==> config.mk <==
export PLATFORM = sky130hd
export DESIGN_NAME = vlane_alu
export DESIGN_NICKNAME = d
export VERILOG_FILES = /design/src/source/vex_pkg.sv /design/src/source/vlane_alu.sv
export SDC_FILE = /design/constraint.sdc
export NUM_CORES = 1
export LEC_CHECK = 0
export BUFFER_PORTS_ARGS = -buffer_cell sky130_fd_sc_hd__buf_4
export CAP_MARGIN = 10
export CELL_PAD_IN_SITES_DETAIL_PLACEMENT = 0
export CELL_PAD_IN_SITES_GLOBAL_PLACEMENT = 1
export CORE_MARGIN = 2
export CORE_UTILIZATION = 25
export DETAILED_ROUTE_END_ITERATION = 12
export PLACE_DENSITY = 0.56
export SLEW_MARGIN = 20
export SYNTH_ARGS = -nofsm -noshare
export SYNTH_HDL_FRONTEND = slang
export SYNTH_SLANG_ARGS = --single-unit
==> constraint.sdc <==
create_clock -name vclk -period 4.59
set_clock_uncertainty 0.2 [all_clocks]
set_input_delay 0.2295 -clock vclk [all_inputs]
set_output_delay 0.2295 -clock vclk [all_outputs]
set_load 0.02 [all_outputs]
==> src/source/vex_pkg.sv <==
package vex_pkg;

    // four lanes, one 32-bit bank each
    localparam int NUM_LANES  = 4;
    localparam int WORD_W     = 32;
    localparam int BYTES_W    = WORD_W / 8;
    localparam int VREG_IDX_W = 5;

    typedef logic [WORD_W-1:0] word_t;

    // banks decode only the low bits their depth needs
    typedef logic [VREG_IDX_W-1:0] vreg_idx_t;

    typedef logic [NUM_LANES-1:0] lane_mask_t;

    // element k sits at bits [32k+31:32k]
    typedef word_t [NUM_LANES-1:0] vlane_word_t;

    // 4 byte enables per lane
    typedef logic [NUM_LANES-1:0][BYTES_W-1:0] vbyte_wen_t;

    typedef enum logic [3:0] {
        VALU_ADD  = 4'd0,
        VALU_SUB  = 4'd1,
        VALU_AND  = 4'd2,
        VALU_OR   = 4'd3,
        VALU_XOR  = 4'd4,
        VALU_MIN  = 4'd5,
        VALU_MAX  = 4'd6,
        VALU_MINU = 4'd7,
        VALU_MAXU = 4'd8,
        VALU_SEQ  = 4'd9,
        VALU_SLT  = 4'd10,
        VALU_SLTU = 4'd11
    } valu_op_e;

    // source of the vs1-side operand
    typedef enum logic {
        OPB_VREG   = 1'b0,
        OPB_SCALAR = 1'b1
    } opb_sel_e;

endpackage

==> src/source/vlane_alu.sv <==
`timescale 1ns/1ps

module vlane_alu (
    input  vex_pkg::valu_op_e op,
    input  vex_pkg::word_t    opa,
    input  vex_pkg::word_t    opb,
    input  vex_pkg::word_t    old_vd,
    input  logic              active,
    output vex_pkg::word_t    res
);
    import vex_pkg::*;

    logic  lt_s;
    logic  lt_u;
    logic  eq;
    word_t calc;

    // opa is the vs2 element, opb the vs1 element or scalar
    assign lt_s = $signed(opa) < $signed(opb);
    assign lt_u = opa < opb;
    assign eq   = opa == opb;

    always_comb begin
        case (op)
            VALU_ADD: begin
                calc = opa + opb;
            end
            VALU_SUB: begin
                calc = opa - opb;
            end
            VALU_AND: begin
                calc = opa & opb;
            end
            VALU_OR: begin
                calc = opa | opb;
            end
            VALU_XOR: begin
                calc = opa ^ opb;
            end
            VALU_MIN: begin
                calc = lt_s ? opa : opb;
            end
            VALU_MAX: begin
                calc = lt_s ? opb : opa;
            end
            VALU_MINU: begin
                calc = lt_u ? opa : opb;
            end
            VALU_MAXU: begin
                calc = lt_u ? opb : opa;
            end
            // compares produce 0 or 1 per element
            VALU_SEQ: begin
                calc = word_t'(eq);
            end
            VALU_SLT: begin
                calc = word_t'(lt_s);
            end
            VALU_SLTU: begin
                calc = word_t'(lt_u);
            end
            default: begin
                calc = '0;
            end
        endcase
    end

    // masked off lane keeps the old destination element
    assign res = active ? calc : old_vd;

endmodule

==> impl_metrics.ini <==
[run_status]
status = finished, final reports clean

[global_route]
grt_pass1_wl_um = 40930
antenna_found_initial = 0
grt_max_degree = 22
grt_pass1_vias = 7160
grt.overflow.total = 0
grt_usage_pct = 19.85

[timing]
finalSetupViolations = 0
finalCriticalPeriod_ps = 4266
relSlewSlack_pct = 32.76
tightest_slew_ps = 1005
fmax_mhz = 234.4
hold_viol_final = 0
timing.final.max_slew_violations = 0
finalCritPeriodShare_pct = 92.94
fin_ws_ps = 323.9

[synth]
syn_nets = 1089
ys_warn_count = 0
ys_types = 85
avgSynthCellArea_um2 = 6.746
synth_cells = 888
syn_area_mm2 = 0.005991
yosysSeqAreaShare_pct = 0

[layout]
seq_cells = 0
antenna_cells = 0
clockBufferCount = 0
nNetsFinal = 1207
area.growth.synth_to_final_pct = 24.39
seqCellArea_um2 = 0
drive_above_1_share_pct = 21.12
fin_cells = 1323

[placement]
dp_slack_ps = 289.6
dpl.hpwl_um = 20920
gp_congestion = 0.8758
dp.cells = 1321
io_buffers = 133

[drt]
drt_iter0_markers = 425
drc_errors = 0
dr_total_vias = 7153
antenna_left = 0
totalWireLength_um = 25950
dr_wl_met3_um = 1021
top_layer = met4
wl_per_cell_um = 19.61
drt-met1-wl_um = 11650
met2_length_um = 12810
vias_per_cell = 5.407
dr.pass1.iters = 4

[die]
initial_core_util_pct = 25.52
design.core.area_mm2 = 0.02347
chipHeight_um = 158.8
fp.dieW_um = 158.8
fp.dieArea_mm2 = 0.02522
rows = 56
io_pins = 133

[setup_path]
cp_data_required_time_ps = 4160
start_kind = input port
crit_path_end_kind = output port
cp.arrival_ps = 3840
critPathKind = in2out
crit_fanout = 10

[power]
vdd_drop_max_v = 0.00003867
leakage_uw = 0.003329
pwr-share-comb_pct = 100.0
p_per_area_mw_per_mm2 = 126.7
power_switching_uw = 560.3
power_uw = 944.3
clkPwrFrac_pct = 0
switching_share_pct = 59.33
p_int_uw = 384.0
pwr-share-seq_pct = 0

[job]
max_cap_violations = 0

[cts]
post_cts.repair.setup_buffers = 0
hold_buffers = 0
post_cts_resized = 0

[hold_path]
hold_path.class = in2out
==> metrics by stage <==
| step | util [%] | hold slack [ps] | TNS, ps | area, um^2 |
|---|---|---|---|---|
| global placement | 31.68 | 564.0 | 0 | 7437 |
| CTS | 31.68 | 566.7 | 0 | 7437 |
| detailed placement | 31.68 | 565.8 | 0 | 7437 |
| floorplan | - | 434.5 | 0 | 5991 |
| finish | 31.75 | 563.6 | 0 | 7452 |
| global route | 31.75 | 576.6 | -28.22 | 7452 |
==> area by class of cell <==
class / instances / area, um^2
well taps: 319 / 399.1
fillers: 2619 / 16020
repair buffers: 173 / 1299
multi-input cells: 733 / 5386
inverters: 98 / 367.9
==> synth_stat cells (4+ instances only) <==
cell,n,area share (%)
o31ai_1,4,0.50
nor2_1,63,3.9
o22ai_1,15,1.6
o2111ai_1,4,0.58
xnor2_1,20,2.9
nor4_1,5,0.52
o21a_1,4,0.50
a21o_1,9,1.1
a221oi_1,24,3.5
buf_1,5,0.31
a311oi_1,4,0.58
nand2_1,77,4.8
o221ai_1,11,1.6
o21bai_1,9,1.1
a221oi_2,9,2.3
o21ai_0,45,3.8
inv_1,92,5.8
or3_1,6,0.63
a21oi_1,88,7.4
buf_2,17,1.4
nand4_1,8,0.84
mux2i_1,4,0.67
clkbuf_1,25,1.6
a2111oi_0,4,0.58
o31a_1,9,1.3
o2bb2ai_1,15,2.2
buf_4,6,0.75
ha_1,98,20
a31oi_1,8,0.84
a211oi_1,12,1.5
nor2b_1,18,1.9
nand2b_1,9,0.94
o21ai_1,4,0.33
a32oi_1,5,0.73
a22oi_1,18,2.3
nand3_1,21,1.8
nor3_1,21,1.8
o211ai_1,16,2.0
==> placed cells by master (no fill, tap or decap), types with 11 or more instances in the layout <==
master	instances
a221oi_1	24
ha_1	98
o221ai_1	11
o2bb2ai_1	15
nand3_1	21
a211oi_1	12
a21oi_1	88
xnor2_1	20
inv_1	92
nor2_1	63
nor3_1	18
o211ai_1	16
o21ai_0	45
a22oi_1	18
nor2b_1	18
buf_4	173
nand2_1	77
o22ai_1	15
==> per-layer routing <==
metal	global-route usage [%]	up-vias
met3	1.254	33
met5	0	-
met4	3.253	0
met1	26.05	3403
met2	36.07	179
li1	-	3538
==> power by group through the flow <==
| stage | Sequential (uW) | Combinational, uW | Clock (uW) |
|---|---|---|---|
| floorplan | 0 | 594 | 0 |
| global placement | 0 | 943 | 0 |
| detailed placement | 0 | 938 | 0 |
| CTS | 0 | 943 | 0 |
| global route | 0 | 1040 | 0 |
| finish | 0 | 944 | 0 |
==> cells by family (layout without fill, tap and decap cells) <==
logic type	Yosys count	in the layout	share of synthesized area [%]
xor gates and xnor gates	22	22	3.216
and+or+nand+nor	255	255	21.20
AOI/OAI and AO/OA	351	351	42.75
muxes	5	5	0.8563
adders and majority gates	100	100	21.14
buffers and inverters	155	271	10.84
==> final timing paths <==
kind | start | endpoint | slack, ps | cells past startpoint
min | old_vd[10] | res[10] | 560 | 3
max | opa[0] | res[28] | 320 | 16
==> worst max-delay path: stages <==
cell       delay (ps)
buf_4             100
inv_1              60
ha_1              220
fa_1              440
nor2_2            150
o221ai_1          170
a22oi_2           320
a211oi_2          210
o221ai_4          400
a2bb2oi_1         250
or2_2             160
nand2_2           210
buf_4             270
a221oi_1          300
a32oi_1           140
buf_4             200
(Power assumes the default switching activity.)
