[src/source/vex_pkg.sv]
package vex_pkg;

    // four lanes, one 32-bit bank each
    localparam int NUM_LANES  = 4;
    localparam int WORD_W     = 32;
    localparam int BYTES_W    = WORD_W / 8;
    localparam int VREG_IDX_W = 5;

    typedef logic [WORD_W-1:0] word_t;

    // banks decode only the low bits their depth needs
    typedef logic [VREG_IDX_W-1:0] vreg_idx_t;

    typedef logic [NUM_LANES-1:0] lane_mask_t;

    // element k sits at bits [32k+31:32k]
    typedef word_t [NUM_LANES-1:0] vlane_word_t;

    // 4 byte enables per lane
    typedef logic [NUM_LANES-1:0][BYTES_W-1:0] vbyte_wen_t;

    typedef enum logic [3:0] {
        VALU_ADD  = 4'd0,
        VALU_SUB  = 4'd1,
        VALU_AND  = 4'd2,
        VALU_OR   = 4'd3,
        VALU_XOR  = 4'd4,
        VALU_MIN  = 4'd5,
        VALU_MAX  = 4'd6,
        VALU_MINU = 4'd7,
        VALU_MAXU = 4'd8,
        VALU_SEQ  = 4'd9,
        VALU_SLT  = 4'd10,
        VALU_SLTU = 4'd11
    } valu_op_e;

    // source of the vs1-side operand
    typedef enum logic {
        OPB_VREG   = 1'b0,
        OPB_SCALAR = 1'b1
    } opb_sel_e;

endpackage

[src/source/reduction_unit.sv]
`timescale 1ns/1ps

module reduction_unit (
    input  vex_pkg::valu_op_e   op,
    input  vex_pkg::word_t      seed,
    input  vex_pkg::vlane_word_t vdat,
    input  vex_pkg::lane_mask_t active,
    output vex_pkg::word_t      red_res
);
    import vex_pkg::*;

    word_t                  pad_word;
    vlane_word_t            padded;
    word_t [NUM_LANES:0]    acc;

    // identity of each op, so masked lanes drop out of the fold
    always_comb begin
        case (op)
            VALU_AND, VALU_MINU: begin
                pad_word = '1;
            end
            VALU_MIN: begin
                pad_word = 32'h7fff_ffff;
            end
            VALU_MAX: begin
                pad_word = 32'h8000_0000;
            end
            default: begin
                pad_word = '0;
            end
        endcase
    end

    always_comb begin
        for (int k = 0; k < NUM_LANES; k++) begin
            padded[k] = active[k] ? vdat[k] : pad_word;
        end
    end

    assign acc[0] = seed;

    // serial fold, lane 0 first
    for (genvar k = 0; k < NUM_LANES; k++) begin : g_fold
        vlane_alu i_fold (
            .op     (op),
            .opa    (acc[k]),
            .opb    (padded[k]),
            .old_vd (acc[k]),
            .active (1'b1),
            .res    (acc[k+1])
        );
    end

    assign red_res = acc[NUM_LANES];

endmodule

[src/source/vlane_alu.sv]
`timescale 1ns/1ps

module vlane_alu (
    input  vex_pkg::valu_op_e op,
    input  vex_pkg::word_t    opa,
    input  vex_pkg::word_t    opb,
    input  vex_pkg::word_t    old_vd,
    input  logic              active,
    output vex_pkg::word_t    res
);
    import vex_pkg::*;

    logic  lt_s;
    logic  lt_u;
    logic  eq;
    word_t calc;

    // opa is the vs2 element, opb the vs1 element or scalar
    assign lt_s = $signed(opa) < $signed(opb);
    assign lt_u = opa < opb;
    assign eq   = opa == opb;

    always_comb begin
        case (op)
            VALU_ADD: begin
                calc = opa + opb;
            end
            VALU_SUB: begin
                calc = opa - opb;
            end
            VALU_AND: begin
                calc = opa & opb;
            end
            VALU_OR: begin
                calc = opa | opb;
            end
            VALU_XOR: begin
                calc = opa ^ opb;
            end
            VALU_MIN: begin
                calc = lt_s ? opa : opb;
            end
            VALU_MAX: begin
                calc = lt_s ? opb : opa;
            end
            VALU_MINU: begin
                calc = lt_u ? opa : opb;
            end
            VALU_MAXU: begin
                calc = lt_u ? opb : opa;
            end
            // compares produce 0 or 1 per element
            VALU_SEQ: begin
                calc = word_t'(eq);
            end
            VALU_SLT: begin
                calc = word_t'(lt_s);
            end
            VALU_SLTU: begin
                calc = word_t'(lt_u);
            end
            default: begin
                calc = '0;
            end
        endcase
    end

    // masked off lane keeps the old destination element
    assign res = active ? calc : old_vd;

endmodule

[config.mk]
export PLATFORM = sky130hd
export DESIGN_NAME = reduction_unit
export DESIGN_NICKNAME = d
export VERILOG_FILES = /design/src/source/vex_pkg.sv /design/src/source/reduction_unit.sv /design/src/source/vlane_alu.sv
export SDC_FILE = /design/constraint.sdc
export NUM_CORES = 1
export LEC_CHECK = 0
export BUFFER_PORTS_ARGS = -buffer_cell sky130_fd_sc_hd__buf_2
export CAP_MARGIN = 25
export CORE_MARGIN = 2
export CORE_UTILIZATION = 45
export DETAILED_ROUTE_END_ITERATION = 6
export PLACE_DENSITY = 0.72
export SLEW_MARGIN = 20
export SYNTH_ARGS = -nofsm -noshare
export SYNTH_HDL_FRONTEND = slang
export SYNTH_HIERARCHICAL = 1
export SYNTH_SLANG_ARGS = --single-unit
[constraint.sdc]
create_clock -name vclk -period 31.9
set_clock_uncertainty 0.2 [all_clocks]
set_input_delay 1.595 -clock vclk [all_inputs]
set_output_delay 1.595 -clock vclk [all_outputs]
set_load 0.02 [all_outputs]
==> flow_summary_export.csv, run 1 <==
group,metric,value,unit
sta,tightest_slew,1.179,ns
clock_tree,ctsResizeCount,0,
min_path,hp-class,"in2out",
global_route,grt_pass1_vias,28930,
sta,setup_tns,0,ns
synthesis,seq_area_frac_synth,0,%
floorplan,dieWidth,246.1,µm
global_route,grt_use_total,33.58,%
route,wirelength,107100,µm
synthesis,synth_top_area_share,18.59,%
synthesis,syn_avg_cell_area,6.731,µm²
sta,hold_viol_final,0,
final_layout,regArea,0,µm²
final_layout,clkbuf_count,0,
floorplan,die_height,246.1,µm
critical_path,cp.arrival,20.60,ns
sta,grt_setup_unrepaired,"no",
power_and_ir_drop,vdd_drop_max,0.01878,mV
floorplan,start_util,45.63,%
synthesis,synth_area_leaders,"ha_1, inv_1, a21oi_1",
synthesis,yosysMostFrequentCell,"inv_1",
sta,worst_slack,9.503,ns
critical_path,cp_slowest_stage_delay,1.04,ns
final_layout,drive_gt1_share,11.92,%
final_layout,syn2layout_area_growth,4.743,%
clock_tree,cts_setup_buffers,0,
place,pre_cts_ws,10.24,ns
critical_path,cpMaxStageDelayCell,"a2111oi_0",
route,ant_nets,0,
floorplan,pin_count,200,
route,wl_per_cell,22.87,µm
synthesis,ys_warn_count,6,
place,dpl.hpwl,80360,µm
sta,drv_slew,0,
outcome,status,"complete, no violations",
floorplan,rows,88,
route,vias_per_cell,6.783,
critical_path,cp-end-kind,"primary output",
final_layout,seq_cell_count,0,
synthesis,synth_cells,3919,
route,drc,0,
route,drt_pass1_iterations,6,
final_layout,diodes,0,
power_and_ir_drop,cellLeakagePower,11.68,nW
sta,max-slew-margin-rel,19.36,%
power_and_ir_drop,power_density,32.27,mW/mm²
sta,min_period,22.40,ns
synthesis,ys_types,98,
critical_path,start_kind,"input pin",
place,gp_congestion,1.028,
place,portBuffers,200,
synthesis,synth_commonest_cells,"inv_1, ha_1, a21oi_1, nand2_1, nor2_1",
sta,timing.final.crit_share,70.21,%
clock_tree,ctsHoldBuffers,0,
global_route,antenna_found_initial,0,
global_route,grt_max_degree,69,
synthesis,syn_area,0.02638,mm²
floorplan,core_area,0.05781,mm²
critical_path,critPathBufInv,9,
final_layout,fin_nets,4488,
route,route.vias.total,31770,
flow_run,drv_cap,0,
critical_path,required,30.10,ns
sta,fin_hold_ws,3.493,ns
critical_path,setup.worst_path.class,"in2out",
critical_path,cp_top_family,"compound AO/OA/AOI/OAI gates",
sta,fmax,44.65,MHz
floorplan,dieArea,0.06057,mm²
route,drt-initial-drc-count,3811,
critical_path,crit_fanout,51,
global_route,grt_pass1_wl,164200,µm
sta,finalSetupViolCount,0,
global_route,gr-total-overflow,0,
synthesis,yosysTopAreaCell,"ha_1",
## path summary, 6_finish.rpt
kind                       from           to  slack [ns]  cells past startpoint
worst max-delay path      op[2]  red_res[29]        9.50                     53
worst min-delay path  vdat[113]  red_res[17]        3.49                      6
## power breakdown
part,internal (mW),switching (mW)
Combinational,0.306,0.586
Clock,0,0
Sequential,0,0
## layout by cell type, fill, tap and decap left out, types with 24 or more instances in the layout
master,instances
a31oi_1,43
xnor2_1,79
o21bai_1,39
a32oi_1,24
nor2b_1,77
nor2_1,269
o31a_1,31
a21oi_1,350
o211ai_1,64
nand4_1,30
nand2b_1,36
a221oi_1,155
o21ai_0,186
inv_1,490
a221oi_2,87
o31ai_1,29
a21o_1,39
nand3_1,83
o221ai_1,46
o2bb2ai_1,49
ha_1,392
buf_4,57
buf_2,200
nor3_1,75
a22oi_1,73
a211oi_1,57
or3_1,24
o22ai_1,59
nand2_1,317
## logic make-up (layout without fill, tap and decap cells)
group           Yosys count  count (layout)  synth area share [%]
buf+inv                 793             771                 12.49
xor+xnor                 91              91                 3.022
simple gates           1054            1054                 19.77
other cells               1              22               0.01422
mux                      24              24                0.9297
compound gates         1556            1556                 44.57
fa+ha+maj               400             400                 19.20
## per-layer routing
metal  up-vias  global-route usage (%)  share of wire (%)  wire (µm)
met4         0                   17.31                6.2       6677
li1      14570                       -                  -          -
met2      2045                   51.02                 41      44280
met1     14820                   45.13                 41      43740
met3       333                   5.806                 12      12390
met5         -                       0                  0          0
## per-stage QoR
stage	instances	power [mW]	utilization [%]	area, µm²
5_1_grt	4683	0.9622	47.80	27630
2_1_floorplan	3940	0.6529	-	26460
3_3_place_gp	4680	0.8525	47.76	27610
3_5_place_dp	4681	0.8531	47.78	27620
6_report	4683	0.8915	47.80	27630
4_1_cts	4681	0.8583	47.78	27620
## cell type report
| type | instances | area (µm²) |
|---|---|---|
| Timing Repair Buffer | 259 | 1443 |
| Tap cell | 765 | 957.2 |
| Fill cell | 5945 | 30180 |
| Inverter | 512 | 1922 |
| Multi-Input combinational cell | 3147 | 23310 |
(Power assumes the default switching activity.)
==> run 2, diff against run 1 <==
- clock period: 31.9 -> 22.3 ns (I/O delays scaled with it)
==> run 2 against run 1 <==
The flow now finishes with violations (design-rule violations). Critical path depth is 1 lower. Combinational power is 44% higher. Final cell count hardly changed. Via count is 0.11% lower. Global-route usage is 0.17 points lower. Largest cell class unchanged.
==> flow_summary_export.csv, run 2 (synthesis results as in run 1) <==
group,metric,value,unit
critical_path,required,20.99,ns
critical_path,crit_fanout,46,
floorplan,core_area,0.05781,mm²
route,ant_nets,0,
global_route,met3_usage,6.405,%
route,drc,1,
route,drt-initial-drc-count,3554,
floorplan,rows,88,
critical_path,cp-end-kind,"primary output",
outcome,status,"finished with violations",
min_path,hp-class,"in2out",
global_route,grt_util_met2,50.22,%
sta,min_period,20.65,ns
floorplan,dieArea,0.06057,mm²
floorplan,pin_count,200,
sta,hold_viol_final,0,
power_and_ir_drop,pwr-share-comb,100.0,%
floorplan,die_height,246.1,µm
place,gp_congestion,1.018,
route,drt_pass1_iterations,7,
critical_path,crit_top_cell,"a221oi_1",
critical_path,cp.arrival,19.34,ns
route,vias_per_cell,6.779,
sta,grt_setup_unrepaired,"no",
sta,finalSetupViolCount,0,
sta,setup_tns,0,ns
sta,worst_slack,1.647,ns
power_and_ir_drop,seqPwrFrac,0,%
min_path,worstHoldStart,"vdat[113]",
critical_path,cpMaxStageDelayCell,"buf_4",
final_layout,layout_commonest_cell,"inv_1",
final_layout,seq_cell_count,0,
global_route,antenna_found_initial,4,
power_and_ir_drop,vdd_drop_max,0.02491,mV
min_path,hold_depth,6,
clock_tree,ctsResizeCount,0,
final_layout,layout_common_cells,"inv_1, ha_1, a21oi_1, nand2_1, nor2_1",
power_and_ir_drop,power.switching,0.8390,mW
floorplan,dieWidth,246.1,µm
final_layout,regArea,0,µm²
outcome,violations,"design-rule violations",
floorplan,start_util,45.63,%
min_path,hold_end,"red_res[17]",
sta,tightest_slew,1.162,ns
route,route.vias.total,31730,
critical_path,cp_slowest_stage_delay,0.76,ns
global_route,gr-total-overflow,0,
global_route,grt_use_total,33.41,%
route,wirelength,107600,µm
critical_path,setup.worst_path.class,"in2out",
sta,timing.final.crit_share,92.62,%
place,portBuffers,200,
final_layout,clkbuf_count,0,
global_route,use_met1,44.59,%
place,dpl.hpwl,80120,µm
sta,fmax,48.42,MHz
clock_tree,cts_setup_buffers,0,
global_route,grt_pass1_wl,163400,µm
global_route,grt_pass1_vias,28950,
sta,drv_slew,0,
flow_run,drv_cap,0,
power_and_ir_drop,cellLeakagePower,11.70,nW
power_and_ir_drop,swShare,65.71,%
place,pre_cts_ws,2.258,ns
final_layout,syn2layout_area_growth,4.919,%
final_layout,fin_nets,4486,
sta,max-slew-margin-rel,20.52,%
final_layout,drive_gt1_share,11.93,%
final_layout,fin_util,47.88,%
power_and_ir_drop,power_density,46.14,mW/mm²
power_and_ir_drop,pwr-share-clk,0,%
critical_path,start_kind,"input pin",
final_layout,diodes,0,
power_and_ir_drop,internal_power,0.4379,mW
global_route,grt_busiest_layer,"met2",
global_route,grt_max_degree,69,
clock_tree,ctsHoldBuffers,0,
route,wl_per_cell,22.98,µm
## run 2: final cells by class
cell class | count | area [µm²]
Tap cell | 765 | 957.2
Multi-Input combinational cell | 3147 | 23310
Inverter | 512 | 1922
Timing Repair Buffer | 257 | 1489
Fill cell | 5991 | 30130
## run 2: power by group through the flow
stage,logic (mW),clock network [mW],registers (mW)
2_1_floorplan,0.934,0,0
3_3_place_gp,1.22,0,0
3_5_place_dp,1.22,0,0
4_1_cts,1.23,0,0
5_1_grt,1.38,0,0
6_report,1.28,0,0
## run 2: per-layer routing
layer / up-vias / wire (µm)
met1: 14850 / 43360
li1: 14560 / -
met3: 335 / 13000
met5: - / 50
met2: 1982 / 44370
met4: 8 / 6802
## run 2: how the worst max path moves through the flow
stage | endpoint | startpoint | cells past startpoint | slack (ns)
5_1_grt | red_res[8] | op[2] | 53 | 0.66
4_1_cts | red_res[29] | op[2] | 52 | 2.19
6_report | red_res[2] | op[2] | 52 | 1.65
3_5_place_dp | red_res[29] | op[2] | 52 | 2.26
2_1_floorplan | red_res[26] | op[0] | 52 | 7.23
3_3_place_gp | red_res[8] | op[2] | 52 | 2.56
## run 2: per-stage QoR
| stage | instances | instance area, µm² | total power, mW | hold WS [ns] |
|---|---|---|---|---|
| CTS | 4677 | 27600 | 1.228 | 2.554 |
| global placement | 4675 | 27570 | 1.218 | 2.543 |
| finish | 4681 | 27680 | 1.277 | 2.566 |
| detailed placement | 4677 | 27600 | 1.222 | 2.554 |
| floorplan | 3940 | 26460 | 0.9340 | 2.342 |
| global route | 4681 | 27680 | 1.376 | 2.602 |
## run 2: worst max-delay path: cells and delay by family
kind | cells | cell delay (ns)
AOI/OAI and AO/OA | 29 | 8.47
adders and majority gates | 5 | 2.32
buffers and inverters | 6 | 1.95
muxes | 1 | 0.45
and+or+nand+nor | 11 | 4.87
