==> src/source/vex_pkg.sv <==
package vex_pkg;

    // four lanes, one 32-bit bank each
    localparam int NUM_LANES  = 4;
    localparam int WORD_W     = 32;
    localparam int BYTES_W    = WORD_W / 8;
    localparam int VREG_IDX_W = 5;

    typedef logic [WORD_W-1:0] word_t;

    // banks decode only the low bits their depth needs
    typedef logic [VREG_IDX_W-1:0] vreg_idx_t;

    typedef logic [NUM_LANES-1:0] lane_mask_t;

    // element k sits at bits [32k+31:32k]
    typedef word_t [NUM_LANES-1:0] vlane_word_t;

    // 4 byte enables per lane
    typedef logic [NUM_LANES-1:0][BYTES_W-1:0] vbyte_wen_t;

    typedef enum logic [3:0] {
        VALU_ADD  = 4'd0,
        VALU_SUB  = 4'd1,
        VALU_AND  = 4'd2,
        VALU_OR   = 4'd3,
        VALU_XOR  = 4'd4,
        VALU_MIN  = 4'd5,
        VALU_MAX  = 4'd6,
        VALU_MINU = 4'd7,
        VALU_MAXU = 4'd8,
        VALU_SEQ  = 4'd9,
        VALU_SLT  = 4'd10,
        VALU_SLTU = 4'd11
    } valu_op_e;

    // source of the vs1-side operand
    typedef enum logic {
        OPB_VREG   = 1'b0,
        OPB_SCALAR = 1'b1
    } opb_sel_e;

endpackage

==> src/source/bank_wr_if.sv <==
`timescale 1ns/1ps

interface bank_wr_if;
    import vex_pkg::*;

    // one cycle of valid is one write at that edge
    logic       valid;
    vreg_idx_t  vd;
    vlane_word_t wdata;
    vbyte_wen_t byte_wen;

    modport writer (
        output valid,
        output vd,
        output wdata,
        output byte_wen
    );

    modport bank (
        input valid,
        input vd,
        input wdata,
        input byte_wen
    );

endinterface

==> src/source/bank_write_arbiter.sv <==
`timescale 1ns/1ps

module bank_write_arbiter (
    input  logic      CLK,
    input  logic      rst_n,
    bank_wr_if.bank   ld,
    bank_wr_if.bank   ex,
    bank_wr_if.writer bank
);
    import vex_pkg::*;

    logic        hold_valid;
    vreg_idx_t   hold_vd;
    vlane_word_t hold_wdata;
    vbyte_wen_t  hold_wen;
    logic        ex_park;

    // ex must wait when a load or an older held write owns the port
    assign ex_park = ex.valid && (ld.valid || hold_valid);

    always_ff @(posedge CLK or negedge rst_n) begin
        if (!rst_n) begin
            hold_valid <= 1'b0;
        end else if (ex_park) begin
            hold_valid <= 1'b1;
        end else if (!ld.valid) begin
            // slot drains whenever no load is present
            hold_valid <= 1'b0;
        end
    end

    always_ff @(posedge CLK) begin
        if (ex_park) begin
            hold_vd    <= ex.vd;
            hold_wdata <= ex.wdata;
            hold_wen   <= ex.byte_wen;
        end
    end

    // load > held execute > fresh execute
    always_comb begin
        if (ld.valid) begin
            bank.valid    = 1'b1;
            bank.vd       = ld.vd;
            bank.wdata    = ld.wdata;
            bank.byte_wen = ld.byte_wen;
        end else if (hold_valid) begin
            bank.valid    = 1'b1;
            bank.vd       = hold_vd;
            bank.wdata    = hold_wdata;
            bank.byte_wen = hold_wen;
        end else begin
            bank.valid    = ex.valid;
            bank.vd       = ex.vd;
            bank.wdata    = ex.wdata;
            bank.byte_wen = ex.byte_wen;
        end
    end

    // issue spacing upstream should keep the slot free
    a_hold_free: assert property (@(posedge CLK) disable iff (!rst_n)
        ex.valid |-> !hold_valid)
        else $error("execute write arrived with hold slot full");

    // empty writes are filtered by the writers
    a_no_empty_wr: assert property (@(posedge CLK) disable iff (!rst_n)
        bank.valid |-> (|bank.byte_wen))
        else $error("bank write to v%0d with no byte enables", bank.vd);

endmodule

==> src/flat_wrapper.sv <==
// flat-port wrapper written by rule: the top's interface ports become plain ports
module bank_write_arbiter_flat import vex_pkg::*;
  (CLK, rst_n, ld_valid, ld_vd, ld_wdata, ld_byte_wen, ex_valid, ex_vd, ex_wdata, ex_byte_wen, bank_valid, bank_vd, bank_wdata, bank_byte_wen);
  bank_wr_if ld_i ();
  bank_wr_if ex_i ();
  bank_wr_if bank_i ();
  input  logic CLK;
  input  logic rst_n;
  input wire logic [$bits(ld_i.valid)-1:0] ld_valid;
  input wire logic [$bits(ld_i.vd)-1:0] ld_vd;
  input wire logic [$bits(ld_i.wdata)-1:0] ld_wdata;
  input wire logic [$bits(ld_i.byte_wen)-1:0] ld_byte_wen;
  input wire logic [$bits(ex_i.valid)-1:0] ex_valid;
  input wire logic [$bits(ex_i.vd)-1:0] ex_vd;
  input wire logic [$bits(ex_i.wdata)-1:0] ex_wdata;
  input wire logic [$bits(ex_i.byte_wen)-1:0] ex_byte_wen;
  output wire logic [$bits(bank_i.valid)-1:0] bank_valid;
  output wire logic [$bits(bank_i.vd)-1:0] bank_vd;
  output wire logic [$bits(bank_i.wdata)-1:0] bank_wdata;
  output wire logic [$bits(bank_i.byte_wen)-1:0] bank_byte_wen;
  assign ld_i.valid = ld_valid;
  assign ld_i.vd = ld_vd;
  assign ld_i.wdata = ld_wdata;
  assign ld_i.byte_wen = ld_byte_wen;
  assign ex_i.valid = ex_valid;
  assign ex_i.vd = ex_vd;
  assign ex_i.wdata = ex_wdata;
  assign ex_i.byte_wen = ex_byte_wen;
  assign bank_valid = bank_i.valid;
  assign bank_vd = bank_i.vd;
  assign bank_wdata = bank_i.wdata;
  assign bank_byte_wen = bank_i.byte_wen;
  bank_write_arbiter u_core (.CLK(CLK), .rst_n(rst_n), .ld(ld_i), .ex(ex_i), .bank(bank_i));
endmodule
==> config.mk <==
export PLATFORM = sky130hd
export DESIGN_NAME = bank_write_arbiter_flat
export DESIGN_NICKNAME = d
export VERILOG_FILES = /design/src/source/vex_pkg.sv /design/src/source/bank_wr_if.sv /design/src/source/bank_write_arbiter.sv /design/src/flat_wrapper.sv
export SDC_FILE = /design/constraint.sdc
export NUM_CORES = 1
export LEC_CHECK = 0
export CAP_MARGIN = 10
export CORE_AREA = 3 3 174 176
export DETAILED_ROUTE_END_ITERATION = 10
export DIE_AREA = 0 0 177 179
export DONT_BUFFER_PORTS = 1
export SYNTH_ARGS = -nofsm -noshare
export SYNTH_HDL_FRONTEND = slang
export SYNTH_SLANG_ARGS = --single-unit
==> constraint.sdc <==
create_clock -name CLK -period 5 [get_ports CLK]
set_input_delay 0.25 -clock CLK [delete_from_list [all_inputs] [get_ports CLK]]
set_output_delay 0.25 -clock CLK [all_outputs]
set_load 0.005 [all_outputs]
==> results of run 1 <==
-- cell usage after synthesis --
master	n
or3_1	1
nand2_1	149
clkbuf_1	30
mux2i_1	149
buf_6	9
o21a_1	1
buf_4	8
buf_2	3
maj3_2	1
o21ai_1	78
edfxtp_1	149
o21ai_0	71
dfrtp_1	1
-- logic make-up after synthesis --
kind of cell,after synthesis,share of synthesized area (%)
adder cells (fa/ha/maj),1,0.1480
multiplexers,149,19.60
AND/OR/NAND/NOR,150,7.432
flip-flops,150,59.13
AO/OA/AOI/OAI,150,9.898
buffers and inverters,50,3.798
-- metal layers --
layer / up-vias / wire length (um) / share of wire (%) / track usage, %
met5: - / 0 / 0 / 0
met1: 2624 / 8376 / 39 / 14.40
met4: 0 / 446 / 2.1 / 5.270
met3: 19 / 1368 / 6.4 / 2.774
met2: 276 / 11280 / 53 / 23.13
li1: 2631 / - / - / -
-- sequential cells by signal, summed over array words and instances, names as in the netlist --
register and count:
u_core.hold_wdata 128, u_core.hold_wen 16, u_core.hold_vd 5, u_core.hold_valid 1
-- through the flow --
stage	utilization [%]	worst slack (ns)
after floorplan	-	0.3967
after global placement	27.32	2.221
after detailed placement	27.32	2.230
after CTS	34.55	1.753
after global routing	34.55	1.656
final	34.55	1.862
-- worst min-delay path by stage --
stage | from | end | slack [ns]
after global placement | rst_n | u_core.hold_valid | -0.05
after CTS | ex_valid | u_core.hold_valid | 0.008
after detailed placement | rst_n | u_core.hold_valid | -0.05
after global routing | ex_valid | u_core.hold_valid | 0.01
final | ex_valid | u_core.hold_valid | 0.05
after floorplan | rst_n | u_core.hold_valid | -0.05
-- power groups by stage --
stage	combinational (W)	sequential, W	clock, W
final	0.000442	0.00152	0.00128
after floorplan	0.000333	0.00153	0
after detailed placement	0.000344	0.00154	0
after global placement	0.000344	0.00154	0
after CTS	0.000445	0.00152	0.00134
after global routing	0.000486	0.00153	0.00139
-- cell usage in the layout (no fill, tap or decap), types with 2 or more instances in the layout --
master	netlist	layout
o21ai_1	78	78
clkinvlp_4	0	2
clkbuf_16	0	17
dlygate4sd3_1	0	150
o21ai_0	71	71
nand2_1	149	149
clkinv_4	0	3
edfxtp_1	149	149
clkbuf_1	30	2
bufinv_16	0	2
mux2i_1	149	149
inv_6	0	3
buf_4	8	4
-- area by class of cell --
type / count / area share [%]
clock buffers: 19 / 4.353
multi-input cells: 450 / 28.45
repair buffers: 155 / 15.60
flip-flops and latches: 150 / 45.28
well taps: 384 / 4.831
clock inverters: 13 / 1.485
==> impl_metrics.json, run 1 <==
{
  "slew_headroom_pct": 38.29,
  "hp-class": "input port to register",
  "synthCells": 650,
  "p_comb_share_pct": 13.6,
  "fin_crit_sh_pct": 62.75,
  "finalNetCount": 1076,
  "maxCapViolCount": 0,
  "setup_violations": 0,
  "grt_pass1_vias": 5674,
  "fin_tns_setup_ns": 0,
  "crit_arrival_ns": 2.89,
  "stdcell_area_um2": 9945,
  "grt_use_total_pct": 12.71,
  "syn_area_um2": 7610,
  "ys_ff_latch": 150,
  "rr_endpoint": "u_core.hold_wdata[55]",
  "synth_seq_area_share_pct": 59.13,
  "ir_worst_vdd_mv": 0.1526,
  "placed_area_um2": 7863,
  "crit_buf_inv": 1,
  "gr-total-overflow": 0,
  "cts_max_level": 4,
  "dp_hpwl_um": 13830,
  "yosys_warnings": 0,
  "hold_path_depth": 1,
  "total_power_w": 0.003243,
  "multi_input_area_um2": 2829,
  "p_int_w": 0.002439,
  "worstPathRequired_ns": 4.75,
  "routabilityCongestion": 0.7430,
  "clock_power_share_pct": 39.6,
  "post-place-cells": 989,
  "powerDensity_nw_per_um2": 326.1,
  "cts_buffer_depth": 2,
  "worst_pin_slew_ns": 0.9256,
  "ff2ff_setup_slack_ns": 2.51,
  "ys_types": 13,
  "port_buffers": 0,
  "synth_area_leader_cell": "edfxtp_1",
  "grt_max_degree": 302,
  "p_sw_w": 0.0008036,
  "crit_fanout": 56,
  "cp.depth": 3,
  "critPathTopFamily": "flip-flops",
  "postSynthAreaPerCell_um2": 11.71,
  "status": "finished, final reports clean",
  "drive_above_1_share_pct": 4.701,
  "cts_hold_buf": 150,
  "endpoint": "bank_wdata[61]",
  "hold_slack_ns": 0.04557,
  "setup.worst_path.start": "u_core.hold_valid",
  "dr.pass1.iters": 5,
  "fp.dieH_um": 179,
  "cp_cell_sequence": "buf_4 -> mux2i_1 -> o21ai_0",
  "wirelength_um": 21470,
  "clkSlewWorstSetupHoldPaths_ns": 0.07,
  "antenna_found_initial": 0,
  "netlist.area_leader.share_pct": 58.80,
  "rows": 62,
  "wl_per_cell_um": 18.33,
  "fin_skew_ns": 0.007606,
  "fp.dieW_um": 177,
  "slew_viol_final": 0,
  "crit_slowest_cell": "dfrtp_4",
  "power_frac_seq_pct": 46.8,
  "cts-resized-gates": 0,
  "antenna_cells": 0,
  "netSwitchingFraction_pct": 24.78,
  "p_leak_nw": 3.776,
  "drtIter0Drc": 297,
  "drc_errors": 0,
  "crit-reg2reg-launch": "u_core.hold_valid",
  "cp-start-kind": "register",
  "start_util_pct": 26.44,
  "hold_viol": 0,
  "fin_cells": 1171,
  "fin_crit_ns": 3.138,
  "routed_via_density": 4.740,
  "critPathMaxStageDelay_ns": 0.99,
  "fp.dieArea_um2": 31680,
  "coreArea_um2": 28780,
  "r2r_cells": 2,
  "regArea_um2": 4503,
  "cp-end-kind": "output pin",
  "cts_buffers": 17,
  "clk_root_buffer_cell": "clkbuf_16",
  "cts_tree": "yes",
  "fill_cells": 2774,
  "max_clock_freq_ghz": 0.3187,
  "area_growth_pct": 30.68,
  "ant_nets": 0,
  "critical_path_class": "register to output pin",
  "synth_nets": 952,
  "grt_pass1_wl_um": 30670,
  "vias": 5550,
  "clkSinkCount": 150,
  "rsz0062_at_grt": "no",
  "clk-insertion-delay-late_ns": 0.41,
  "synth_area_leaders": "edfxtp_1, mux2i_1, nand2_1",
  "io_pins": 452,
  "postCtsSetupRepairBufs": 0
}
Note: power is estimated with default switching activity, not from simulation.
==> run 2: changes to the inputs <==
==> constraint.sdc (replaced) <==
create_clock -name CLK -period 3.23 [get_ports CLK]
set_input_delay 0.1615 -clock CLK [delete_from_list [all_inputs] [get_ports CLK]]
set_output_delay 0.1615 -clock CLK [all_outputs]
set_load 0.005 [all_outputs]
==> impl_metrics.json, run 2 (synthesis results as in run 1) <==
{
  "powerDensity_nw_per_um2": 510.5,
  "worstPathRequired_ns": 3.07,
  "finalNetCount": 1081,
  "io_pins": 452,
  "coreArea_um2": 28780,
  "grt_pass1_vias": 5762,
  "fp.dieH_um": 179,
  "top_regs": "u_core.hold_wdata: 128 flops, u_core.hold_wen: 16 flops, u_core.hold_vd: 5 flops",
  "clock_power_share_pct": 40.6,
  "cts_tree": "yes",
  "dr.pass1.iters": 5,
  "antenna_cells": 0,
  "fin_crit_ns": 2.027,
  "gr-total-overflow": 0,
  "fin_tns_setup_ns": 0,
  "power_frac_seq_pct": 45.2,
  "grt_pass1_wl_um": 31990,
  "maxCapViolCount": 0,
  "final_cell_mix": "dlygate4sd3_1, mux2i_1, nand2_1, edfxtp_1, o21ai_1",
  "p_comb_share_pct": 14.2,
  "cp-start-kind": "register",
  "setup_violations": 0,
  "p_int_w": 0.003867,
  "max_clock_freq_ghz": 0.4933,
  "p_sw_w": 0.001264,
  "area_growth_pct": 32.08,
  "grt_max_degree": 302,
  "slew_headroom_pct": 50.11,
  "regMostFlops": "u_core.hold_wdata",
  "crit_fanout": 73,
  "rsz0062_at_grt": "no",
  "dp_hpwl_um": 14660,
  "vias": 5585,
  "fp.dieArea_um2": 31680,
  "wirelength_um": 22470,
  "routabilityCongestion": 0.8148,
  "critical_path_class": "register to output pin",
  "cts_max_level": 4,
  "rows": 62,
  "grt_use_total_pct": 13.31,
  "start_util_pct": 26.44,
  "p_leak_nw": 3.812,
  "clkSinkCount": 150,
  "drc_errors": 0,
  "fin_skew_ns": 0.01292,
  "hold_slack_ns": 0.3217,
  "clk_root_buffer_cell": "clkbuf_16",
  "port_buffers": 0,
  "status": "finished, final reports clean",
  "cp-end-kind": "output pin",
  "fin_crit_sh_pct": 62.76,
  "drtIter0Drc": 250,
  "antenna_found_initial": 0,
  "largest_reg_flops": 128,
  "clkSlewWorstSetupHoldPaths_ns": 0.07,
  "drive_above_1_share_pct": 5.051,
  "hp-class": "input port to register",
  "cts_buffers": 17,
  "layout_commonest_cell": "dlygate4sd3_1",
  "routed_via_density": 4.749,
  "clk-insertion-delay-late_ns": 0.41,
  "netSwitchingFraction_pct": 24.64,
  "wl_per_cell_um": 19.10,
  "fp.dieW_um": 177,
  "slew_viol_final": 0,
  "cts_buffer_depth": 2,
  "ir_worst_vdd_mv": 0.3007,
  "hold_viol": 0,
  "ant_nets": 0,
  "worst_pin_slew_ns": 0.7484,
  "crit_arrival_ns": 1.87
}
run 2: through the flow:
| stage | power [W] | area (um2) | setup slack, ns | utilization (%) | instances |
|---|---|---|---|---|---|
| after floorplan | 0.002872 | 7611 | 0.1431 | - | 650 |
| after CTS | 0.005208 | 10050 | 1.143 | 34.92 | 1176 |
| after global placement | 0.002929 | 7915 | 1.484 | 27.50 | 991 |
| after global routing | 0.005356 | 10050 | 1.077 | 34.92 | 1176 |
| after detailed placement | 0.002929 | 7915 | 1.456 | 27.50 | 991 |
| final | 0.005131 | 10050 | 1.203 | 34.92 | 1176 |
run 2: critical path, stage by stage (launching register included):
cell and delay [ns]:
dfrtp_4 0.46, buf_12 0.36, mux2i_1 0.36, o21ai_0 0.18
run 2: path summary, 6_finish.rpt:
check                                        from  cells past startpoint  slack [ns]               endpoint
worst min register to register  u_core.hold_valid                      1        1.21  u_core.hold_wdata[52]
worst max-delay path            u_core.hold_valid                      3        1.20         bank_wdata[52]
min in group asynchronous                   rst_n                      2        0.54      u_core.hold_valid
worst max register to register  u_core.hold_valid                      2        1.47  u_core.hold_wdata[85]
max in group asynchronous                   rst_n                      2        2.54      u_core.hold_valid
worst min-delay path                     ex_valid                      1        0.32  u_core.hold_wdata[52]
run 2: power by group through the flow:
stage | Combinational [W] | Clock, W | Sequential (W)
global placement | 0.000568 | 0 | 0.00236
CTS | 0.000732 | 0.00216 | 0.00232
detailed placement | 0.000567 | 0 | 0.00236
floorplan | 0.000516 | 0 | 0.00236
finish | 0.000727 | 0.00209 | 0.00232
global route | 0.000797 | 0.00223 | 0.00233
run 2: repair_timing:
item	CTS	global route
endpoints found under the hold margin	151	0
hold buffers	153	0
setup buffers	0	0
resized for setup	0	0
run 2: layout make-up:
type	instances	area [um2]
repair buffers	160	1634
clock inverters	13	171.4
flip-flops and latches	150	4503
multi-input cells	450	2829
clock buffers	19	432.9
fillers	2770	18730
well taps	384	480.5
run 2: per-layer routing:
metal | GRT usage, % | wire length [um]
met5 | 0 | 0
met4 | 5.336 | 654
met3 | 3.113 | 1477
met2 | 24.54 | 11870
met1 | 14.76 | 8463
