## src/source/vex_pkg.sv

```systemverilog
package vex_pkg;

    // four lanes, one 32-bit bank each
    localparam int NUM_LANES  = 4;
    localparam int WORD_W     = 32;
    localparam int BYTES_W    = WORD_W / 8;
    localparam int VREG_IDX_W = 5;

    typedef logic [WORD_W-1:0] word_t;

    // banks decode only the low bits their depth needs
    typedef logic [VREG_IDX_W-1:0] vreg_idx_t;

    typedef logic [NUM_LANES-1:0] lane_mask_t;

    // element k sits at bits [32k+31:32k]
    typedef word_t [NUM_LANES-1:0] vlane_word_t;

    // 4 byte enables per lane
    typedef logic [NUM_LANES-1:0][BYTES_W-1:0] vbyte_wen_t;

    typedef enum logic [3:0] {
        VALU_ADD  = 4'd0,
        VALU_SUB  = 4'd1,
        VALU_AND  = 4'd2,
        VALU_OR   = 4'd3,
        VALU_XOR  = 4'd4,
        VALU_MIN  = 4'd5,
        VALU_MAX  = 4'd6,
        VALU_MINU = 4'd7,
        VALU_MAXU = 4'd8,
        VALU_SEQ  = 4'd9,
        VALU_SLT  = 4'd10,
        VALU_SLTU = 4'd11
    } valu_op_e;

    // source of the vs1-side operand
    typedef enum logic {
        OPB_VREG   = 1'b0,
        OPB_SCALAR = 1'b1
    } opb_sel_e;

endpackage

```

## src/source/bank_wr_if.sv

```systemverilog
`timescale 1ns/1ps

interface bank_wr_if;
    import vex_pkg::*;

    // one cycle of valid is one write at that edge
    logic       valid;
    vreg_idx_t  vd;
    vlane_word_t wdata;
    vbyte_wen_t byte_wen;

    modport writer (
        output valid,
        output vd,
        output wdata,
        output byte_wen
    );

    modport bank (
        input valid,
        input vd,
        input wdata,
        input byte_wen
    );

endinterface

```

## src/source/vex_result_stage.sv

```systemverilog
`timescale 1ns/1ps

module vex_result_stage (
    input  logic                 CLK,
    input  logic                 rst_n,
    input  logic                 issue_valid,
    input  logic                 is_reduction,
    input  vex_pkg::vreg_idx_t   vd,
    input  vex_pkg::vlane_word_t lane_res,
    input  vex_pkg::word_t       red_res,
    input  vex_pkg::lane_mask_t  active,
    bank_wr_if.writer            ex_wr,
    output logic                 res_valid,
    output vex_pkg::vlane_word_t res_data,
    output vex_pkg::lane_mask_t  res_lane_mask,
    output vex_pkg::vreg_idx_t   res_vd
);
    import vex_pkg::*;

    vlane_word_t next_data;
    lane_mask_t  next_mask;
    vbyte_wen_t  byte_wen;

    // on a reduction the lanes carry old vd, element 0 gets the fold
    always_comb begin
        next_data = lane_res;
        next_mask = active;
        if (is_reduction) begin
            next_data[0] = red_res;
            next_mask    = '0;
            next_mask[0] = 1'b1;
        end
    end

    always_ff @(posedge CLK or negedge rst_n) begin
        if (!rst_n) begin
            res_valid <= 1'b0;
        end else begin
            res_valid <= issue_valid;
        end
    end

    always_ff @(posedge CLK) begin
        if (issue_valid) begin
            res_data      <= next_data;
            res_lane_mask <= next_mask;
            res_vd        <= vd;
        end
    end

    // lane mask to byte enables
    always_comb begin
        for (int k = 0; k < NUM_LANES; k++) begin
            byte_wen[k] = {BYTES_W{res_lane_mask[k]}};
        end
    end

    // fully masked result still reports, but writes nothing
    assign ex_wr.valid    = res_valid && (|res_lane_mask);
    assign ex_wr.vd       = res_vd;
    assign ex_wr.wdata    = res_data;
    assign ex_wr.byte_wen = byte_wen;

endmodule

```

## src/flat_wrapper.sv

```systemverilog
// flat-port wrapper written by rule: the top's interface ports become plain ports
module vex_result_stage_flat import vex_pkg::*;
  (CLK, rst_n, issue_valid, is_reduction, vd, lane_res, red_res, active, res_valid, res_data, res_lane_mask, res_vd, ex_wr_valid, ex_wr_vd, ex_wr_wdata, ex_wr_byte_wen);
  bank_wr_if ex_wr_i ();
  input  logic CLK;
  input  logic rst_n;
  input  logic issue_valid;
  input  logic is_reduction;
  input  vex_pkg::vreg_idx_t vd;
  input  vex_pkg::vlane_word_t lane_res;
  input  vex_pkg::word_t red_res;
  input  vex_pkg::lane_mask_t active;
  output logic res_valid;
  output vex_pkg::vlane_word_t res_data;
  output vex_pkg::lane_mask_t res_lane_mask;
  output vex_pkg::vreg_idx_t res_vd;
  output wire logic [$bits(ex_wr_i.valid)-1:0] ex_wr_valid;
  output wire logic [$bits(ex_wr_i.vd)-1:0] ex_wr_vd;
  output wire logic [$bits(ex_wr_i.wdata)-1:0] ex_wr_wdata;
  output wire logic [$bits(ex_wr_i.byte_wen)-1:0] ex_wr_byte_wen;
  assign ex_wr_valid = ex_wr_i.valid;
  assign ex_wr_vd = ex_wr_i.vd;
  assign ex_wr_wdata = ex_wr_i.wdata;
  assign ex_wr_byte_wen = ex_wr_i.byte_wen;
  vex_result_stage u_core (.CLK(CLK), .rst_n(rst_n), .issue_valid(issue_valid), .is_reduction(is_reduction), .vd(vd), .lane_res(lane_res), .red_res(red_res), .active(active), .ex_wr(ex_wr_i), .res_valid(res_valid), .res_data(res_data), .res_lane_mask(res_lane_mask), .res_vd(res_vd));
endmodule
```

## config.mk

```make
export PLATFORM = sky130hd
export DESIGN_NAME = vex_result_stage_flat
export DESIGN_NICKNAME = d
export VERILOG_FILES = /design/src/source/vex_pkg.sv /design/src/source/bank_wr_if.sv /design/src/source/vex_result_stage.sv /design/src/flat_wrapper.sv
export SDC_FILE = /design/constraint.sdc
export NUM_CORES = 1
export LEC_CHECK = 0
export ABC_AREA = 1
export BUFFER_PORTS_ARGS = -buffer_cell sky130_fd_sc_hd__buf_2
export CAP_MARGIN = 20
export CORE_AREA = 8 8 174 176
export DETAILED_ROUTE_END_ITERATION = 8
export DIE_AREA = 0 0 182 184
export GPL_TIMING_DRIVEN = 0
export PLACE_DENSITY = 0.62
export SLEW_MARGIN = 20
export SYNTH_ARGS = -nofsm -noshare
export SYNTH_HDL_FRONTEND = slang
export SYNTH_SLANG_ARGS = --single-unit
```

## constraint.sdc

```tcl
create_clock -name CLK -period 0.8 [get_ports CLK]
set_input_delay 0.08 -clock CLK [delete_from_list [all_inputs] [get_ports CLK]]
set_output_delay 0.08 -clock CLK [all_outputs]
set_load 0.01 [all_outputs]
```

==> results of run 1 <==
## cell usage after synthesis (all sizes together)
cell type / number
edfxtp: 137
or2: 1
inv: 5
dfrtp: 1
a21oi: 1
nor2: 5
buf: 156
nand2: 96
## cells in the final DEF (no fill, tap or decap), drive strengths merged, types with 2 or more instances in the layout
cell	instances
nor2	5
clkbuf	18
inv	6
dlygate4sd3	170
buf	620
clkinv	6
nand2	96
diode	2
bufinv	5
edfxtp	137
## worst max-delay path, stage by stage (launching register included)
cell and delay (ns):
edfxtp_1 0.51, nor2_2 0.16, a21oi_2 0.06, buf_2 0.14
## flip-flops by register name, indices dropped and copies added (netlist names)
signal and count:
u_core.res_lane_mask 4, u_core.res_valid 1, u_core.ex_wr.vd 5, u_core.ex_wr.wdata 128
## cell families after synthesis
logic type / count (synthesis) / share of synthesized area [%]
AND/OR/NAND/NOR: 102 / 6.72
AO/OA/AOI/OAI: 1 / 0.0872
buffers and inverters: 161 / 21.0
flip-flops: 138 / 72.1
## final cells by class
class	count	area [sq um]
tap	346	433
multi-input combinational	103	399
antenna	2	5.00
clock inverter	13	219
timing repair buffer	635	5280
clock buffer	18	429
inverter	5	21.3
buffer	156	1610
sequential	138	4140
fill	2378	14900
## path summary, 6_finish.rpt
check / startpoint / to / slack, ns / cells after the start
min: is_reduction / u_core.res_lane_mask[0] / 0.02 / 2
min in group asynchronous: rst_n / u_core.res_valid / 0.53 / 3
max in group asynchronous: rst_n / u_core.res_valid / 0.17 / 3
max: u_core.res_lane_mask[1] / ex_wr_valid / -0.55 / 3
## where the power goes
part / internal, uW / switching (uW) / total (uW)
sequential: 8660 / 544 / 9210
clock: 5560 / 3190 / 8750
combinational: 3580 / 2140 / 5720
## timing repair
action	in CTS	in global routing
hold buffers	172	0
setup endpoints to repair	344	292
resized for setup	211	131
setup buffers	2	2
pin swaps	2	2
endpoints found under the hold margin	138	0
## through the flow
step	setup slack [ns]	TNS (ns)
floorplan	0.00883	0
global placement	-2.00	-275.25
detailed placement	-0.463	-40.27
CTS	-0.601	-100.21
global route	-0.609	-108.07
finish	-0.552	-93.90
## per-layer routing
metal,track usage [%],up-vias
met5,0,-
met4,6.63,0
met3,4.92,50
met2,26.7,322
met1,14.9,2574
li1,-,2509
==> out/metrics.csv, run 1 <==
stage,metric,value,unit
timing,Slew @ Worst Pin,0.419,ns
routing,met1 wire length,9200,um
die,Die W,182,um
timing,Final Setup Violations,288,
yosys,synth unique cells,10,
critical_path,Critical Path Fanout Max,6,
die,die height,184,um
place,HPWL after detailed placement,17500,um
finish,Finished Layout Cells,1416,
timing,RSZ-0062 raised after global routing,yes,
yosys,sequential-to-total area share from yosys stat,72.1,%
outcome,status,"finished, violations left",
place,Placer Congestion,0.874,
routing,Vias/cell,3.85,
timing,slew margin rel.,72.1,%
routing,Met2 Routed Length,14400,um
routing,number of nets with antenna violations after routing,0,
clocking,H-tree levels,4,
die,core box area,27500,sq um
finish,area delta synth->final,119,%
run,Max Cap Viol,0,
global_routing,vias in the first global route,6154,
die,row count,61,
yosys,"Avg Cell Area, Syn",14.3,sq um
die,initial core utilization,20.9,%
yosys,#FFs+latches synth,138,
routing,DR vias,5455,
routing,Top Layer Used,met4,
worst_hold_path,Hold Path Class,in2reg,
critical_path,CP arrival,1.27,ns
routing,Pre-Repair DR Iteration Count,4,
die,die area,33500,sq um
global_routing,largest net degree at the start of global routing,77,
finish,Post-layout nets,1229,
place,dpl cell area,8510,sq um
timing,fin crit share,169,%
yosys,Mapped Area,5740,sq um
finish,design area,12500,sq um
timing,Worst Hold Slack,0.0175,ns
routing,DRC errors left,0,
critical_path,Worst setup SP type,flop,
yosys,Post-Syn Instances,402,
timing,setup ws final,-0.552,ns
place,Cells after DPL,1208,
timing,fin crit period,1.35,ns
global_routing,initial antenna violation count,2,
timing,Fmax,740,MHz
finish,fraction of layout cells with a size suffix above 1,61.3,%
timing,"Hold Vio Cnt, Final",0,
power_and_ir_drop,Tot Pwr,23700,uW
yosys,Yosys top cell area share,71.7,%
routing,Total Routed Length,26700,um
critical_path,WP data required,0.72,ns
clocking,clock tree root buffer cell,clkbuf_16,
clocking,cts bufs inserted,17,
yosys,Synthesis Warnings,0,
global_routing,Total GRT Usage,14.6,%
power_and_ir_drop,Worst VDD drop,1.09,mV
critical_path,kind of critical path,reg2out,
yosys,Mapped Nets,575,
clocking,Worst-path clk slew,0.07,ns
critical_path,crit end category,output pin,
routing,number of DRC violations after detailed-routing iteration 0,151,
die,number of I/O pins,461,
outcome,failing checks,negative setup slack,
power_and_ir_drop,Leak,0.00585,uW
global_routing,GR Overflow Total,0,
global_routing,first-pass GRT wire length,37000,um
yosys,synth top area cells,"edfxtp_1, buf_4, nand2_1",
place,IO Port Bufs,459,
yosys,Yosys top cell by area,edfxtp_1,
clocking,maximum buffer depth of the clock tree,2,
clocking,CTS sink count,138,
clocking,CTS tree,built,
routing,met3 wire len,2250,um
finish,Layout Utilization,45.6,%
power_and_ir_drop,Cell Pwr Density,1890,nW/um^2
timing,Final Max Slew Viols,0,
routing,wire length per cell,18.8,um
(Power assumes the default switching activity.)
==> run 2: changes to the inputs <==
- MAX_ROUTING_LAYER: unset -> met4
- clock period: 0.8 -> 1.15 ns (I/O delays scaled with it)
==> run 2 against run 1 <==
Net effect:
- the run still ends with negative setup slack left
- sequential share of layout area up 4.7 points
- via count fell by 9.7%
- clock power down 42%
- total power decreased by 38%
- combinational power down 45%
- final cell count is 7.1% lower
- largest cell class unchanged
==> out/metrics.csv, run 2 (synthesis results as in run 1) <==
stage,metric,value,unit,change
outcome,status,"finished, violations left",,unchanged
outcome,failing checks,negative setup slack,,unchanged
routing,number of DRC violations after detailed-routing iteration 0,198,,was 151
critical_path,Critical Path Fanout Max,6,,unchanged
clocking,H-tree levels,4,,unchanged
power_and_ir_drop,Sw Share,26.0,%,was 24.8%
routing,wire length per cell,18.4,um,was 18.8 um
finish,Largest register FFs,128,,unchanged
critical_path,CP arrival,1.26,ns,was 1.27 ns
clocking,CTS tree,built,,unchanged
finish,Finished Layout Cells,1315,,was 1416
timing,Final Setup Violations,70,,was 288
place,HPWL after detailed placement,17600,um,was 17500 um
clocking,CTS sink count,138,,unchanged
timing,Fmax,725,MHz,
routing,Pre-Repair DR Iteration Count,4,,unchanged
global_routing,first-pass GRT wire length,34000,um,was 37000 um
worst_hold_path,Hold Startpoint,lane_res[16],,was is_reduction
clocking,maximum buffer depth of the clock tree,2,,unchanged
die,row count,61,,unchanged
die,die area,33500,sq um,unchanged
timing,Setup TNS Final,-6.95,ns,was -93.90 ns
power_and_ir_drop,Leak,0.00508,uW,was 0.00585 uW
timing,Final Max Slew Viols,0,,unchanged
worst_hold_path,Hold Path Class,in2reg,,unchanged
finish,Post-layout nets,1131,,was 1229
routing,Vias/cell,3.75,,was 3.85
timing,RSZ-0062 raised after global routing,yes,,unchanged
die,core box area,27500,sq um,unchanged
global_routing,vias in the first global route,5635,,was 6154
critical_path,kind of critical path,reg2out,,unchanged
power_and_ir_drop,share of power burned in registers,43.6,%,was 38.9%
worst_hold_path,worst hold endpoint,u_core.ex_wr.wdata[16],,was u_core.res_lane_mask[0]
power_and_ir_drop,switching pwr,3800,uW,was 5870 uW
timing,slew margin rel.,61.2,%,was 72.1%
die,number of I/O pins,461,,unchanged
critical_path,WP data required,1.03,ns,was 0.72 ns
die,die height,184,um,unchanged
finish,area delta synth->final,91.4,%,was 119%
power_and_ir_drop,Cell Pwr Density,1330,nW/um^2,was 1890 nW/um^2
timing,setup ws final,-0.229,ns,was -0.552 ns
global_routing,initial antenna violation count,0,,was 2
finish,most frequent cells in the layout,"buf_2, buf_6, dlygate4sd3_1",,"was buf_6, buf_2, dlygate4sd3_1"
timing,fin crit period,1.38,ns,
finish,fraction of layout cells with a size suffix above 1,57.5,%,was 61.3%
critical_path,Worst setup SP type,flop,,unchanged
finish,ANT cells,0,,was 2
routing,number of nets with antenna violations after routing,0,,unchanged
global_routing,Total GRT Usage,13.9,%,was 14.6%
place,IO Port Bufs,459,,unchanged
clocking,cts bufs inserted,17,,unchanged
clocking,clock tree root buffer cell,clkbuf_16,,unchanged
place,Placer Congestion,0.824,,was 0.874
place,dpl cell area,8500,sq um,was 8510 sq um
critical_path,crit end category,output pin,,unchanged
die,Die W,182,um,unchanged
finish,Layout Utilization,40.0,%,was 45.6%
routing,DR vias,4926,,was 5455
finish,Fill cells,2561,,was 2378
timing,"Hold Vio Cnt, Final",0,,unchanged
timing,Slew @ Worst Pin,0.582,ns,was 0.419 ns
finish,"most common cell after layout, fill and taps aside",buf_2,,was buf_6
power_and_ir_drop,clock power share,34.8,%,was 37.0%
finish,design area,11000,sq um,was 12500 sq um
run,Max Cap Viol,0,,unchanged
worst_hold_path,Hold Path Stages,3,,was 2
place,Cells after DPL,1208,,unchanged
die,initial core utilization,20.9,%,unchanged
routing,DRC errors left,0,,unchanged
power_and_ir_drop,Comb pwr share,21.6,%,was 24.2%
global_routing,largest net degree at the start of global routing,73,,was 77
global_routing,GR Overflow Total,0,,unchanged
power_and_ir_drop,Tot Pwr,14600,uW,was 23700 uW
clocking,Worst-path clk slew,0.07,ns,about the same
power_and_ir_drop,Pint,10800,uW,was 17800 uW
power_and_ir_drop,Worst VDD drop,0.812,mV,was 1.09 mV
timing,fin crit share,120,%,
routing,Total Routed Length,24300,um,was 26700 um
==> run 2: metal layers <==
| metal | vias to the layer above | routed length [um] | track usage (%) |
|---|---|---|---|
| li1 | 2310 | - | - |
| met1 | 2324 | 9210 | 14.5 |
| met2 | 270 | 13100 | 25.0 |
| met3 | 22 | 1600 | 3.75 |
| met4 | 0 | 349 | 4.56 |
| met5 | - | 0 | - |
==> run 2: power by group through the flow <==
stage          logic, uW  registers [uW]  clock network, uW
6_report            3150            6370               5080
5_1_grt             3340            6410               5440
4_1_cts             3000            6350               5280
3_5_place_dp        2500            6420                  0
3_3_place_gp        2460            6430                  0
2_1_floorplan        944            6530                  0
==> run 2: how the worst max path moves through the flow <==
stage	cells after the start	end	startpoint	slack (ns)
6_report	3	ex_wr_valid	u_core.res_lane_mask[0]	-0.23
5_1_grt	3	ex_wr_valid	u_core.res_lane_mask[1]	-0.31
4_1_cts	3	ex_wr_valid	u_core.res_lane_mask[1]	-0.26
3_5_place_dp	2	u_core.ex_wr.wdata[73]	issue_valid	-0.16
3_3_place_gp	1	u_core.ex_wr.wdata[77]	issue_valid	-1.70
2_1_floorplan	2	ex_wr_valid	u_core.res_lane_mask[1]	0.29
==> run 2: layout make-up <==
cell class	count	area, sq um	share of cell area, %
Buffer	56	578	5.26
Tap cell	346	433	3.94
Inverter	5	21.3	0.194
Multi-Input combinational cell	103	390	3.55
Timing Repair Buffer	637	4890	44.5
Clock buffer	18	429	3.91
Clock inverter	12	103	0.934
Sequential cell	138	4140	37.7
==> run 2: what timing repair did <==
| item | CTS | global route |
|---|---|---|
| hold endpoints to repair | 137 | 0 |
| pin swaps | 3 | 0 |
| buffers inserted | 6 | 6 |
| endpoints found under the setup margin | 177 | 129 |
| resized for setup | 139 | 58 |
| hold buffers | 165 | 0 |
==> run 2: critical path, cell delays in order (launching register included) <==
cell,delay [ns]
edfxtp_1,0.51
nor2_1,0.13
a21oi_1,0.07
buf_2,0.14
==> run 2: stage by stage <==
step / hold slack (ns) / worst slack (ns)
2_1_floorplan: -0.181 / 0.290
3_3_place_gp: -0.110 / -1.70
3_5_place_dp: -0.109 / -0.158
4_1_cts: 0.00301 / -0.259
5_1_grt: 0.00199 / -0.308
6_report: 0.0219 / -0.229
